## src/rtl/pi_bus_params.svh

```systemverilog
// width, address map and timing macros shared by the rtl and the testbench; include where needed
`ifndef PI_BUS_PARAMS_SVH
`define PI_BUS_PARAMS_SVH

`define PI_DATA_W      32                           // data word
`define PI_ADDR_W      30                           // word address
`define PI_NUM_SLAVES  4                            // slave units on the bus
`define PI_SEL_BITS    2                            // top address bits 0:1 pick the slave
`define PI_OFFS_W      (`PI_ADDR_W - `PI_SEL_BITS)  // offset inside one slave window
`define PI_STORE_DEPTH 16                           // words per store
`define PI_IDX_W       4                            // store index bits, log2 of depth
`define PI_RD_LAT      3                            // normal region read latency
`define PI_SLOW_BASE   12                           // first offset of the slow region
`define PI_SLOW_LAT    12                           // slow region read latency
`define PI_WR_BUSY     2                            // drain cycles after a posted write
`define PI_TOUT_CYCLES 8                            // held select cycles before timeout
`define PI_CNT_W       4                            // latency, drain and timeout counters

`endif

```

## src/rtl/pi_bus_pkg.sv

```systemverilog
// shared PI-bus types; import into module bodies, use scoped names in port lists
`include "pi_bus_params.svh"

package pi_bus_pkg;

   // acknowledge code, per slave and on the bus
   typedef enum logic [1:0] {
      IDLE = 2'd0,  // no answer, also the value of an unselected slave
      RDY  = 2'd1,  // access done, rdata valid on reads
      WAT  = 2'd2,  // master keeps holding
      ERR  = 2'd3   // offset outside the store
   } pi_ack_t;

   // data word, bit 0 is the msb
   typedef logic [0:`PI_DATA_W-1] pi_data_t;

   // full word address, slave index in the top bits
   typedef logic [0:`PI_ADDR_W-1] pi_addr_t;

   // offset below the select bits
   typedef logic [0:`PI_OFFS_W-1] pi_offs_t;

   // slave index
   typedef logic [0:`PI_SEL_BITS-1] pi_slv_t;

   // word index inside one store
   typedef logic [0:`PI_IDX_W-1] pi_idx_t;

   // cycle counters
   typedef logic [0:`PI_CNT_W-1] pi_cnt_t;

endpackage

```

## src/rtl/pi_slave_if.sv

```systemverilog
// request/response bundle of one slave unit, shared by decoder, slave FSM and collector
`timescale 1ns/1ps

interface pi_slave_if;
   import pi_bus_pkg::*;

   // request side, from the decoder
   logic     sel;    // request addressed to this slave
   logic     read;   // 1 read, 0 write
   pi_offs_t offs;   // word offset in the window
   pi_data_t wdata;  // write data
   logic     tout;   // bus timeout for this slave, one cycle

   // response side, from the slave FSM
   pi_ack_t  ack;    // IDLE when not selected
   pi_data_t rdata;  // 0 unless RDY on a read

   modport decoder (
      output sel, read, offs, wdata, tout
   );

   modport slave (
      input  sel, read, offs, wdata, tout,
      output ack, rdata
   );

   // tout lets the collector drop a stale WAT of an aborted request
   modport collector (
      input ack, rdata, tout
   );

endinterface

```

## src/rtl/pi_addr_decoder.sv

```systemverilog
// address decoder: fans the master request out to the addressed slave, times out stalled requests
`timescale 1ns/1ps
`include "pi_bus_params.svh"

module pi_addr_decoder (
   input  logic                 clk,
   input  logic                 rst,
   input  logic                 sel,
   input  logic                 read,
   input  pi_bus_pkg::pi_addr_t addr,
   input  pi_bus_pkg::pi_data_t wdata,
   input  pi_bus_pkg::pi_ack_t  ack,      // registered bus ack from the collector
   output logic                 timeout,  // one cycle pulse to the master
   pi_slave_if.decoder          slv [0:`PI_NUM_SLAVES-1]
);
   import pi_bus_pkg::*;

   pi_slv_t  idx;       // slave index, top address bits
   pi_offs_t offs;      // offset, remaining bits
   pi_cnt_t  cnt;       // held select cycles so far
   logic     done;      // RDY or ERR seen for this request
   pi_slv_t  tout_idx;  // slave that owns the pulse
   logic     ack_end;   // request finished on the bus

   assign idx  = addr[0:`PI_SEL_BITS-1];
   assign offs = addr[`PI_SEL_BITS:`PI_ADDR_W-1];

   // bus ack trails sel by two cycles, so the first held cycle can still show the last answer
   assign ack_end = (cnt != '0) && (ack == RDY || ack == ERR);

   always_ff @(posedge clk)
   begin
      if (rst)
      begin
         cnt     <= '0;
         done    <= 1'b0;
         timeout <= 1'b0;
      end
      else
      begin
         timeout <= 1'b0;                                  // pulse only
         if (!sel)
         begin
            cnt  <= '0;                                    // idle bus, rearm
            done <= 1'b0;
         end
         else if (!done)
         begin
            if (ack_end)
               done <= 1'b1;                               // stop counting
            else if (cnt == pi_cnt_t'(`PI_TOUT_CYCLES - 1))
            begin
               cnt      <= '0;                             // restart after the pulse
               timeout  <= 1'b1;
               tout_idx <= idx;
            end
            else
               cnt <= cnt + 1'b1;
         end
      end
   end

   // select goes to one slave only, the rest is broadcast
   for (genvar i = 0; i < `PI_NUM_SLAVES; i++)
   begin : g_fan
      assign slv[i].sel   = sel && (idx == pi_slv_t'(i));
      assign slv[i].read  = read;
      assign slv[i].offs  = offs;
      assign slv[i].wdata = wdata;
      assign slv[i].tout  = timeout && (tout_idx == pi_slv_t'(i));
   end

endmodule

```

## src/rtl/pi_bus_top.sv

```systemverilog
// PI-bus slave subsystem top: decoder, four slave units and the response collector on plain ports
`timescale 1ns/1ps
`include "pi_bus_params.svh"

module pi_bus_top (
   input  logic                 clk,
   input  logic                 rst,
   input  logic                 sel,        // master request, held until the end
   input  logic                 read,
   input  pi_bus_pkg::pi_addr_t addr,
   input  pi_bus_pkg::pi_data_t wdata,
   output pi_bus_pkg::pi_ack_t  ack,        // two cycles behind the request
   output pi_bus_pkg::pi_data_t rdata,
   output logic                 timeout,
   output logic                 bus_fault
);
   import pi_bus_pkg::*;

   pi_slave_if slv_if [0:`PI_NUM_SLAVES-1] ();  // one bundle per slave

   pi_addr_decoder u_dec (
      .clk     (clk),
      .rst     (rst),
      .sel     (sel),
      .read    (read),
      .addr    (addr),
      .wdata   (wdata),
      .ack     (ack),                             // ends the timeout count
      .timeout (timeout),
      .slv     (slv_if)
   );

   for (genvar i = 0; i < `PI_NUM_SLAVES; i++)
   begin : g_unit
      logic     access;
      logic     acc_read;
      pi_offs_t acc_offs;
      pi_data_t acc_wdata;
      pi_data_t acc_rdata;
      logic     data_ready;
      logic     filled;
      logic     error;

      pi_slave_fsm u_fsm (
         .clk        (clk),
         .rst        (rst),
         .bus        (slv_if[i]),
         .access     (access),
         .acc_read   (acc_read),
         .acc_offs   (acc_offs),
         .acc_wdata  (acc_wdata),
         .data_ready (data_ready),
         .filled     (filled),
         .error      (error),
         .acc_rdata  (acc_rdata)
      );

      pi_slave_store u_store (
         .clk        (clk),
         .rst        (rst),
         .access     (access),
         .read       (acc_read),
         .offs       (acc_offs),
         .wdata      (acc_wdata),
         .data_ready (data_ready),
         .filled     (filled),
         .error      (error),
         .rdata      (acc_rdata)
      );
   end

   pi_resp_collector u_col (
      .clk       (clk),
      .rst       (rst),
      .slv       (slv_if),
      .ack       (ack),
      .rdata     (rdata),
      .bus_fault (bus_fault)
   );

endmodule

```

## src/rtl/pi_resp_collector.sv

```systemverilog
// response collector: merges the slave answers into the registered bus ack and read data
`timescale 1ns/1ps
`include "pi_bus_params.svh"

module pi_resp_collector (
   input  logic                 clk,
   input  logic                 rst,
   pi_slave_if.collector        slv [0:`PI_NUM_SLAVES-1],
   output pi_bus_pkg::pi_ack_t  ack,
   output pi_bus_pkg::pi_data_t rdata,
   output logic                 bus_fault  // sticky, two answers at once
);
   import pi_bus_pkg::*;

   pi_ack_t    ack_v   [0:`PI_NUM_SLAVES-1];
   pi_data_t   rdata_v [0:`PI_NUM_SLAVES-1];
   logic [0:1] ack_m;    // OR of all answers
   pi_data_t   rdata_m;
   logic       multi;    // more than one slave not IDLE

   // a slave being timed out still shows WAT for one cycle, hide it
   for (genvar i = 0; i < `PI_NUM_SLAVES; i++)
   begin : g_tap
      assign ack_v[i]   = slv[i].tout ? IDLE : slv[i].ack;
      assign rdata_v[i] = slv[i].rdata;
   end

   // idle slaves give IDLE and 0, so a plain OR merges
   always_comb
   begin
      logic seen;
      seen    = 1'b0;
      ack_m   = '0;
      rdata_m = '0;
      multi   = 1'b0;
      for (int i = 0; i < `PI_NUM_SLAVES; i++)
      begin
         ack_m   = ack_m | ack_v[i];
         rdata_m = rdata_m | rdata_v[i];
         if (ack_v[i] != IDLE)
         begin
            multi = multi | seen;
            seen  = 1'b1;
         end
      end
   end

   always_ff @(posedge clk)
   begin
      if (rst)
      begin
         ack       <= IDLE;
         rdata     <= '0;
         bus_fault <= 1'b0;
      end
      else
      begin
         ack   <= pi_ack_t'(ack_m);
         rdata <= rdata_m;
         if (multi)
            bus_fault <= 1'b1;                          // held until reset
      end
   end

endmodule

```

## src/rtl/pi_slave_fsm.sv

```systemverilog
// slave protocol FSM: answers one bus request with RDY, WAT or ERR from the state of its store
`timescale 1ns/1ps

module pi_slave_fsm (
   input  logic                 clk,
   input  logic                 rst,
   pi_slave_if.slave            bus,
   output logic                 access,      // request outstanding at the store
   output logic                 acc_read,
   output pi_bus_pkg::pi_offs_t acc_offs,
   output pi_bus_pkg::pi_data_t acc_wdata,
   input  logic                 data_ready,  // read data valid
   input  logic                 filled,      // write path busy
   input  logic                 error,       // bad offset
   input  pi_bus_pkg::pi_data_t acc_rdata
);
   import pi_bus_pkg::*;

   typedef enum logic [1:0] {
      S_RESET     = 2'd0,
      S_ADDRESS   = 2'd1,
      S_DATA_WAIT = 2'd2
   } state_t;

   state_t   state;
   logic     served;   // answered, wait for sel to drop
   logic     rd_q;     // latched request
   pi_offs_t offs_q;
   pi_data_t wdata_q;
   logic     new_req;  // fresh request in address state
   logic     waiting;
   logic     done_ok;  // store can finish this cycle

   assign new_req = (state == S_ADDRESS) && bus.sel && !served;
   assign waiting = (state == S_DATA_WAIT);

   // first cycle comes straight from the bus, later cycles from the latch
   assign access    = new_req || (waiting && bus.sel);  // dropped sel ends the access
   assign acc_read  = waiting ? rd_q : bus.read;
   assign acc_offs  = waiting ? offs_q : bus.offs;
   assign acc_wdata = waiting ? wdata_q : bus.wdata;

   // same condition the store uses to take a write
   assign done_ok = acc_read ? data_ready : !filled;

   always_ff @(posedge clk)
   begin
      if (rst)
      begin
         state     <= S_RESET;
         served    <= 1'b0;
         bus.ack   <= IDLE;
         bus.rdata <= '0;
      end
      else
      begin
         case (state)
            S_RESET:
            begin
               state     <= S_ADDRESS;
               bus.ack   <= IDLE;
               bus.rdata <= '0;
            end
            S_ADDRESS:
            begin
               if (!bus.sel)
               begin
                  served    <= 1'b0;                      // ready for the next request
                  bus.ack   <= IDLE;
                  bus.rdata <= '0;
               end
               else if (!served)
               begin
                  rd_q    <= bus.read;
                  offs_q  <= bus.offs;
                  wdata_q <= bus.wdata;
                  if (error)
                  begin
                     bus.ack   <= ERR;
                     bus.rdata <= '0;
                     served    <= 1'b1;
                  end
                  else if (done_ok)
                  begin
                     bus.ack   <= RDY;
                     bus.rdata <= bus.read ? acc_rdata : '0;
                     served    <= 1'b1;
                  end
                  else
                  begin
                     bus.ack <= WAT;                       // store holds us off
                     state   <= S_DATA_WAIT;
                  end
               end
            end
            S_DATA_WAIT:
            begin
               if (!bus.sel)
               begin
                  state     <= S_ADDRESS;                 // master gave up
                  bus.ack   <= IDLE;
                  bus.rdata <= '0;
               end
               else if (error)
               begin
                  state     <= S_ADDRESS;
                  bus.ack   <= ERR;
                  bus.rdata <= '0;
                  served    <= 1'b1;
               end
               else if (done_ok)
               begin
                  state     <= S_ADDRESS;
                  bus.ack   <= RDY;
                  bus.rdata <= rd_q ? acc_rdata : '0;
                  served    <= 1'b1;
               end
               else if (bus.tout)
               begin
                  state     <= S_ADDRESS;                 // abort, no answer
                  bus.ack   <= IDLE;
                  bus.rdata <= '0;
                  served    <= 1'b1;
               end
            end
            default:
               state <= S_RESET;
         endcase
      end
   end

endmodule

```

## src/rtl/pi_slave_store.sv

```systemverilog
// word store behind one slave FSM: read latency, posted write with drain, range error
`timescale 1ns/1ps
`include "pi_bus_params.svh"

module pi_slave_store (
   input  logic                 clk,
   input  logic                 rst,
   input  logic                 access,
   input  logic                 read,
   input  pi_bus_pkg::pi_offs_t offs,
   input  pi_bus_pkg::pi_data_t wdata,
   output logic                 data_ready,
   output logic                 filled,
   output logic                 error,
   output pi_bus_pkg::pi_data_t rdata
);
   import pi_bus_pkg::*;

   pi_data_t mem [0:`PI_STORE_DEPTH-1];
   pi_idx_t  idx;        // low offset bits
   logic     in_range;   // upper offset bits all zero
   logic     slow;       // slow region, top words
   pi_cnt_t  lat_cnt;    // cycles into the current read
   pi_cnt_t  lat_tgt;
   logic     post_vld;   // accepted write, not yet in mem
   pi_idx_t  post_idx;
   pi_data_t post_data;
   pi_cnt_t  drain_cnt;  // remaining drain cycles
   logic     wr_go;      // write taken this cycle

   assign idx      = offs[`PI_OFFS_W-`PI_IDX_W:`PI_OFFS_W-1];
   assign in_range = (offs[0:`PI_OFFS_W-`PI_IDX_W-1] == '0);
   assign slow     = (idx >= pi_idx_t'(`PI_SLOW_BASE));
   assign lat_tgt  = slow ? pi_cnt_t'(`PI_SLOW_LAT) : pi_cnt_t'(`PI_RD_LAT);

   assign error      = access && !in_range;                      // first access cycle already
   assign data_ready = access && read && in_range && (lat_cnt == lat_tgt);
   assign filled     = post_vld || (drain_cnt != '0);           // posting cycle plus drain
   assign rdata      = in_range ? mem[idx] : '0;
   assign wr_go      = access && !read && in_range && !filled;  // FSM answers RDY here

   always_ff @(posedge clk)
   begin
      if (rst)
      begin
         lat_cnt   <= '0;
         post_vld  <= 1'b0;
         drain_cnt <= '0;
         for (int i = 0; i < `PI_STORE_DEPTH; i++)
            mem[i] <= '0;
      end
      else
      begin
         // latency counter saturates at the target, clears between accesses
         if (!access || !read || !in_range)
            lat_cnt <= '0;
         else if (lat_cnt != lat_tgt)
            lat_cnt <= lat_cnt + 1'b1;

         post_vld <= wr_go;
         if (wr_go)
         begin
            post_idx  <= idx;
            post_data <= wdata;
         end

         if (post_vld)
         begin
            mem[post_idx] <= post_data;                 // write lands one cycle late
            drain_cnt     <= pi_cnt_t'(`PI_WR_BUSY);
         end
         else if (drain_cnt != '0)
            drain_cnt <= drain_cnt - 1'b1;
      end
   end

endmodule

```

## config.mk

```make
export PLATFORM = sky130hd
export DESIGN_NAME = pi_bus_top
export DESIGN_NICKNAME = d
export VERILOG_FILES = /design/src/rtl/pi_bus_pkg.sv /design/src/rtl/pi_slave_if.sv /design/src/rtl/pi_addr_decoder.sv /design/src/rtl/pi_bus_top.sv /design/src/rtl/pi_resp_collector.sv /design/src/rtl/pi_slave_fsm.sv /design/src/rtl/pi_slave_store.sv
export VERILOG_INCLUDE_DIRS = /design/src /design/src/rtl
export SDC_FILE = /design/constraint.sdc
export NUM_CORES = 2
export LEC_CHECK = 0
export ABC_AREA = 1
export BUFFER_PORTS_ARGS = -buffer_cell sky130_fd_sc_hd__buf_2
export CORE_MARGIN = 5
export CORE_UTILIZATION = 45
export DETAILED_ROUTE_END_ITERATION = 8
export GPL_ROUTABILITY_DRIVEN = 0
export PLACE_DENSITY = 0.71
export SLEW_MARGIN = 40
export SYNTH_ARGS = -nofsm -noshare
export SYNTH_HDL_FRONTEND = slang
export SYNTH_SLANG_ARGS = --single-unit
```

## constraint.sdc

```tcl
create_clock -name clk -period 7.8 [get_ports clk]
set_input_delay 1.56 -clock clk [delete_from_list [all_inputs] [get_ports clk]]
set_output_delay 1.56 -clock clk [all_outputs]
set_load 0.005 [all_outputs]
```

==> flow_summary.ini <==
[final_layout]
area_growth_pct = 10.6
finalInstanceArea_sq_mm = 0.128
nets = 11500
fin_util_pct = 49.9
layout_commonest_cell = nand2_1
drive_gt1_share_pct = 6.93
final_cell_mix = nand2_1 (2916), nor2_1 (2538), edfxtp_1 (2438)

[clocking]
htree_num_levels = 5
clk_latency_ns = 0.94
clk_pin_slew_ns = 0.06
cts_hold_buf = 0
cts_made_buffers = 285
clk_path_buf_depth = 4
post_cts.resized_instances = 0
root_buffer = clkbuf_16
post_cts_buffers = 0
cts_tree = built
clock_sinks = 2663

[global_routing]
antenna_found_initial = 55
track_usage_pct = 26.0
grt_max_degree = 176
grt_pass1_vias = 80400
overflow = 0
grt_pass1_wl_microns = 521000

[sta]
skew_ns = 0.0635
setup_violations = 0
rsz0062_at_grt = false
worst_pin_slew_ns = 0.984
hold_violations = 0
fmax_mhz = 213
tns_ns = 0
fin_crit_sh_pct = 60.2
hold_slack_ns = 0.459
period_minus_slack_ns = 4.70
drv_slew = 0
slew_headroom_pct = 34.4

[routing]
dr_total_vias = 86400
wirelength_met1_microns = 130000
drcViolationCount = 0
firstDrtPassIters = 6
first_iter_violations = 11800
route.met3.wl_microns = 43500
via_per_inst = 5.75
wirelength_microns = 356000
post_drt_wl_per_cell_microns = 23.7
top_layer = met5
met2_length_microns = 159000
route.antenna.remaining_nets = 0

[synth]
synth_seq_cells = 2663
synth_compound_area_share_pct = 3.12
synthAdderAreaFrac_pct = 0.260
synth_cells = 11700
ys_types = 50
synth_xor_area_share_pct = 0.0833
synth_top_family_by_area = simple AND/OR/NAND/NOR gates
synth.mux.area_fraction_pct = 0
synth_nets = 11800
seq_area_frac_synth_pct = 67.2
yosysWarnings = 0
syn_area_per_cell_sq_um = 9.90
synthSimpleGateAreaFrac_pct = 24.8
netlist_area_sq_mm = 0.116

[worst_setup_path]
cp_slowest_stage_delay_ns = 0.76
cp_cell_sequence = inv_1 > ha_4 > inv_2 > nand2_1 > nand2_4 > inv_6 > buf_12 > buf_4 > nand2_1 > nand3_1 > nand3_1 > nand3_1 > nand4_1 > a21oi_1 > nor2_1 > nor2_1
crit_path_start_kind = flop
crit_fanout = 139
path_common_cell = nand3_1
endpoint_kind = flop
worst_ep_required_time_ns = 8.64
r2r_end = g_unit[0].u_fsm.bus.rdata[24]
worstSetupEndpoint = g_unit[0].u_fsm.bus.rdata[24]
r2r_start = g_unit[0].u_fsm.state[0]
path_class = flop to flop
r2r_cells = 16
crit_arrival_ns = 5.54
regToRegSetupSlack_ns = 3.10
slowest_stage = inv_6
critPathLaunch = g_unit[0].u_fsm.state[0]

[power_and_ir_drop]
p_clk_share_pct = 36.6
power_density_mw_per_mm2 = 278
p_total_uw = 35600
combPwrFrac_pct = 17.3
internal_power_uw = 25300
power_leakage_uw = 0.0490
p_sw_uw = 10300
power.share.switching_pct = 29.0
power_frac_seq_pct = 46.1
irDropWorstVdd_mv = 0.279

[floorplan]
initial_utilization_pct = 45.1
die_x_microns = 517
rows = 186
die_h_microns = 517
dieArea_sq_mm = 0.267
num_io_pins = 102
core_sq_mm = 0.256

[place]
dpl.hpwl_microns = 202000
dpl_cell_area_sq_mm = 0.119
port_buffers = 101

[min_path]
hp-class = flop to flop

[outcome]
status = completed

[flow_run]
maxCapViolations = 0
-- through the flow --
stage / setup WS (ns) / std cells
5_1_grt: 2.80 / 15000
6_report: 3.10 / 15000
3_3_place_gp: 2.60 / 14500
4_1_cts: 3.19 / 15000
2_1_floorplan: 1.60 / 11700
3_5_place_dp: 2.61 / 14500
-- power groups by stage --
stage          clock network, uW  logic [uW]  registers (uW)
2_1_floorplan                  0        4010           16600
3_3_place_gp                   0        5880           16700
3_5_place_dp                   0        5980           16700
4_1_cts                    13000        6020           16400
5_1_grt                    13700        6650           16500
6_report                   13000        6150           16400
-- critical path, delay by kind of cell (launching register included) --
kind	cells	cell delay, ns
AO/OA/AOI/OAI	1	0.16
AND/OR/NAND/NOR	9	1.29
flip-flops	1	0.35
adder cells (fa/ha/maj)	1	0.45
buffers and inverters	5	2.20
-- synth_stat cells (all sizes together) --
cell type	instances	share of area, %
nand4	88	0.50
nand2	2994	9.8
o22ai	1	0.0054
nor3	36	0.16
o21a	1	0.0065
nor4	37	0.20
a32o	31	0.27
o21bai	6	0.039
nand3b	3	0.019
and3	2	0.011
dfxtp	225	3.9
a21boi	1	0.0065
inv	458	1.5
clkinv	1	0.0032
o2111ai	1	0.0076
a31oi	32	0.17
edfxtp	2438	63
buf	277	1.3
o21ai	307	1.4
nor3b	4	0.026
a221oi	1	0.0076
o41ai	1	0.0076
a211oi	4	0.026
nor2	2561	8.4
a41oi	1	0.0076
a21oi	213	0.93
xor2	8	0.061
ha	24	0.26
nand3	1325	5.7
o211ai	1	0.0065
o311ai	3	0.023
or2	2	0.011
xnor2	3	0.023
a22o	33	0.25
clkbuf	559	1.8
-- per-layer routing --
metal | vias to the layer above | track usage, %
li1 | 38500 | -
met1 | 41200 | 34.4
met2 | 5672 | 39.4
met3 | 1012 | 5.67
met4 | 20 | 15.5
met5 | - | 0
-- flip-flops by register name, summed over array words and instances, names as in the netlist --
register	flops
g_unit.u_fsm.rd_q	4
g_unit.u_fsm.bus.ack	8
u_dec.tout_idx	2
u_col.bus_fault	1
u_dec.cnt	4
g_unit.u_fsm.served	4
u_dec.done	1
g_unit.u_fsm.offs_q	112
u_dec.timeout	1
g_unit.u_store.post_idx	16
g_unit.u_store.post_data	128
g_unit.u_fsm.bus.rdata	128
g_unit.u_store.lat_cnt	16
g_unit.u_fsm.wdata_q	128
g_unit.u_store.drain_cnt	16
g_unit.u_fsm.state	8
g_unit.u_store.mem	2048
u_col.rdata	32
g_unit.u_store.post_vld	4
u_col.ack	2
-- final cells by class --
class / count / area, sq um
flip-flops and latches: 2663 / 77700
multi-input cells: 7724 / 33300
fillers: 22500 / 129000
clock buffers: 374 / 7760
well taps: 3384 / 4230
repair buffers: 269 / 2040
diodes: 38 / 95.1
inverters: 459 / 1780
clock inverters: 110 / 960
-- worst min path at each step --
| stage | start | endpoint | cells past startpoint |
|---|---|---|---|
| final | g_unit[0].u_store.drain_cnt[3] | g_unit[0].u_store.drain_cnt[3] | 2 |
| after global routing | g_unit[0].u_store.drain_cnt[3] | g_unit[0].u_store.drain_cnt[3] | 2 |
| after CTS | g_unit[0].u_store.drain_cnt[3] | g_unit[0].u_store.drain_cnt[3] | 2 |
| after detailed placement | g_unit[2].u_store.drain_cnt[0] | g_unit[2].u_store.drain_cnt[0] | 1 |
| after global placement | g_unit[3].u_store.drain_cnt[0] | g_unit[3].u_store.drain_cnt[0] | 1 |
| after floorplan | g_unit[2].u_store.drain_cnt[0] | g_unit[2].u_store.drain_cnt[0] | 1 |
-- logic make-up (layout without fill, tap and decap cells) --
group	count (synthesis)	in the layout
flops	2663	2663
compound gates	637	637
buf+inv	1295	1212
other cells	0	38
fa+ha+maj	24	24
xor+xnor	11	11
simple gates	7052	7052
(Power assumes the default switching activity.)
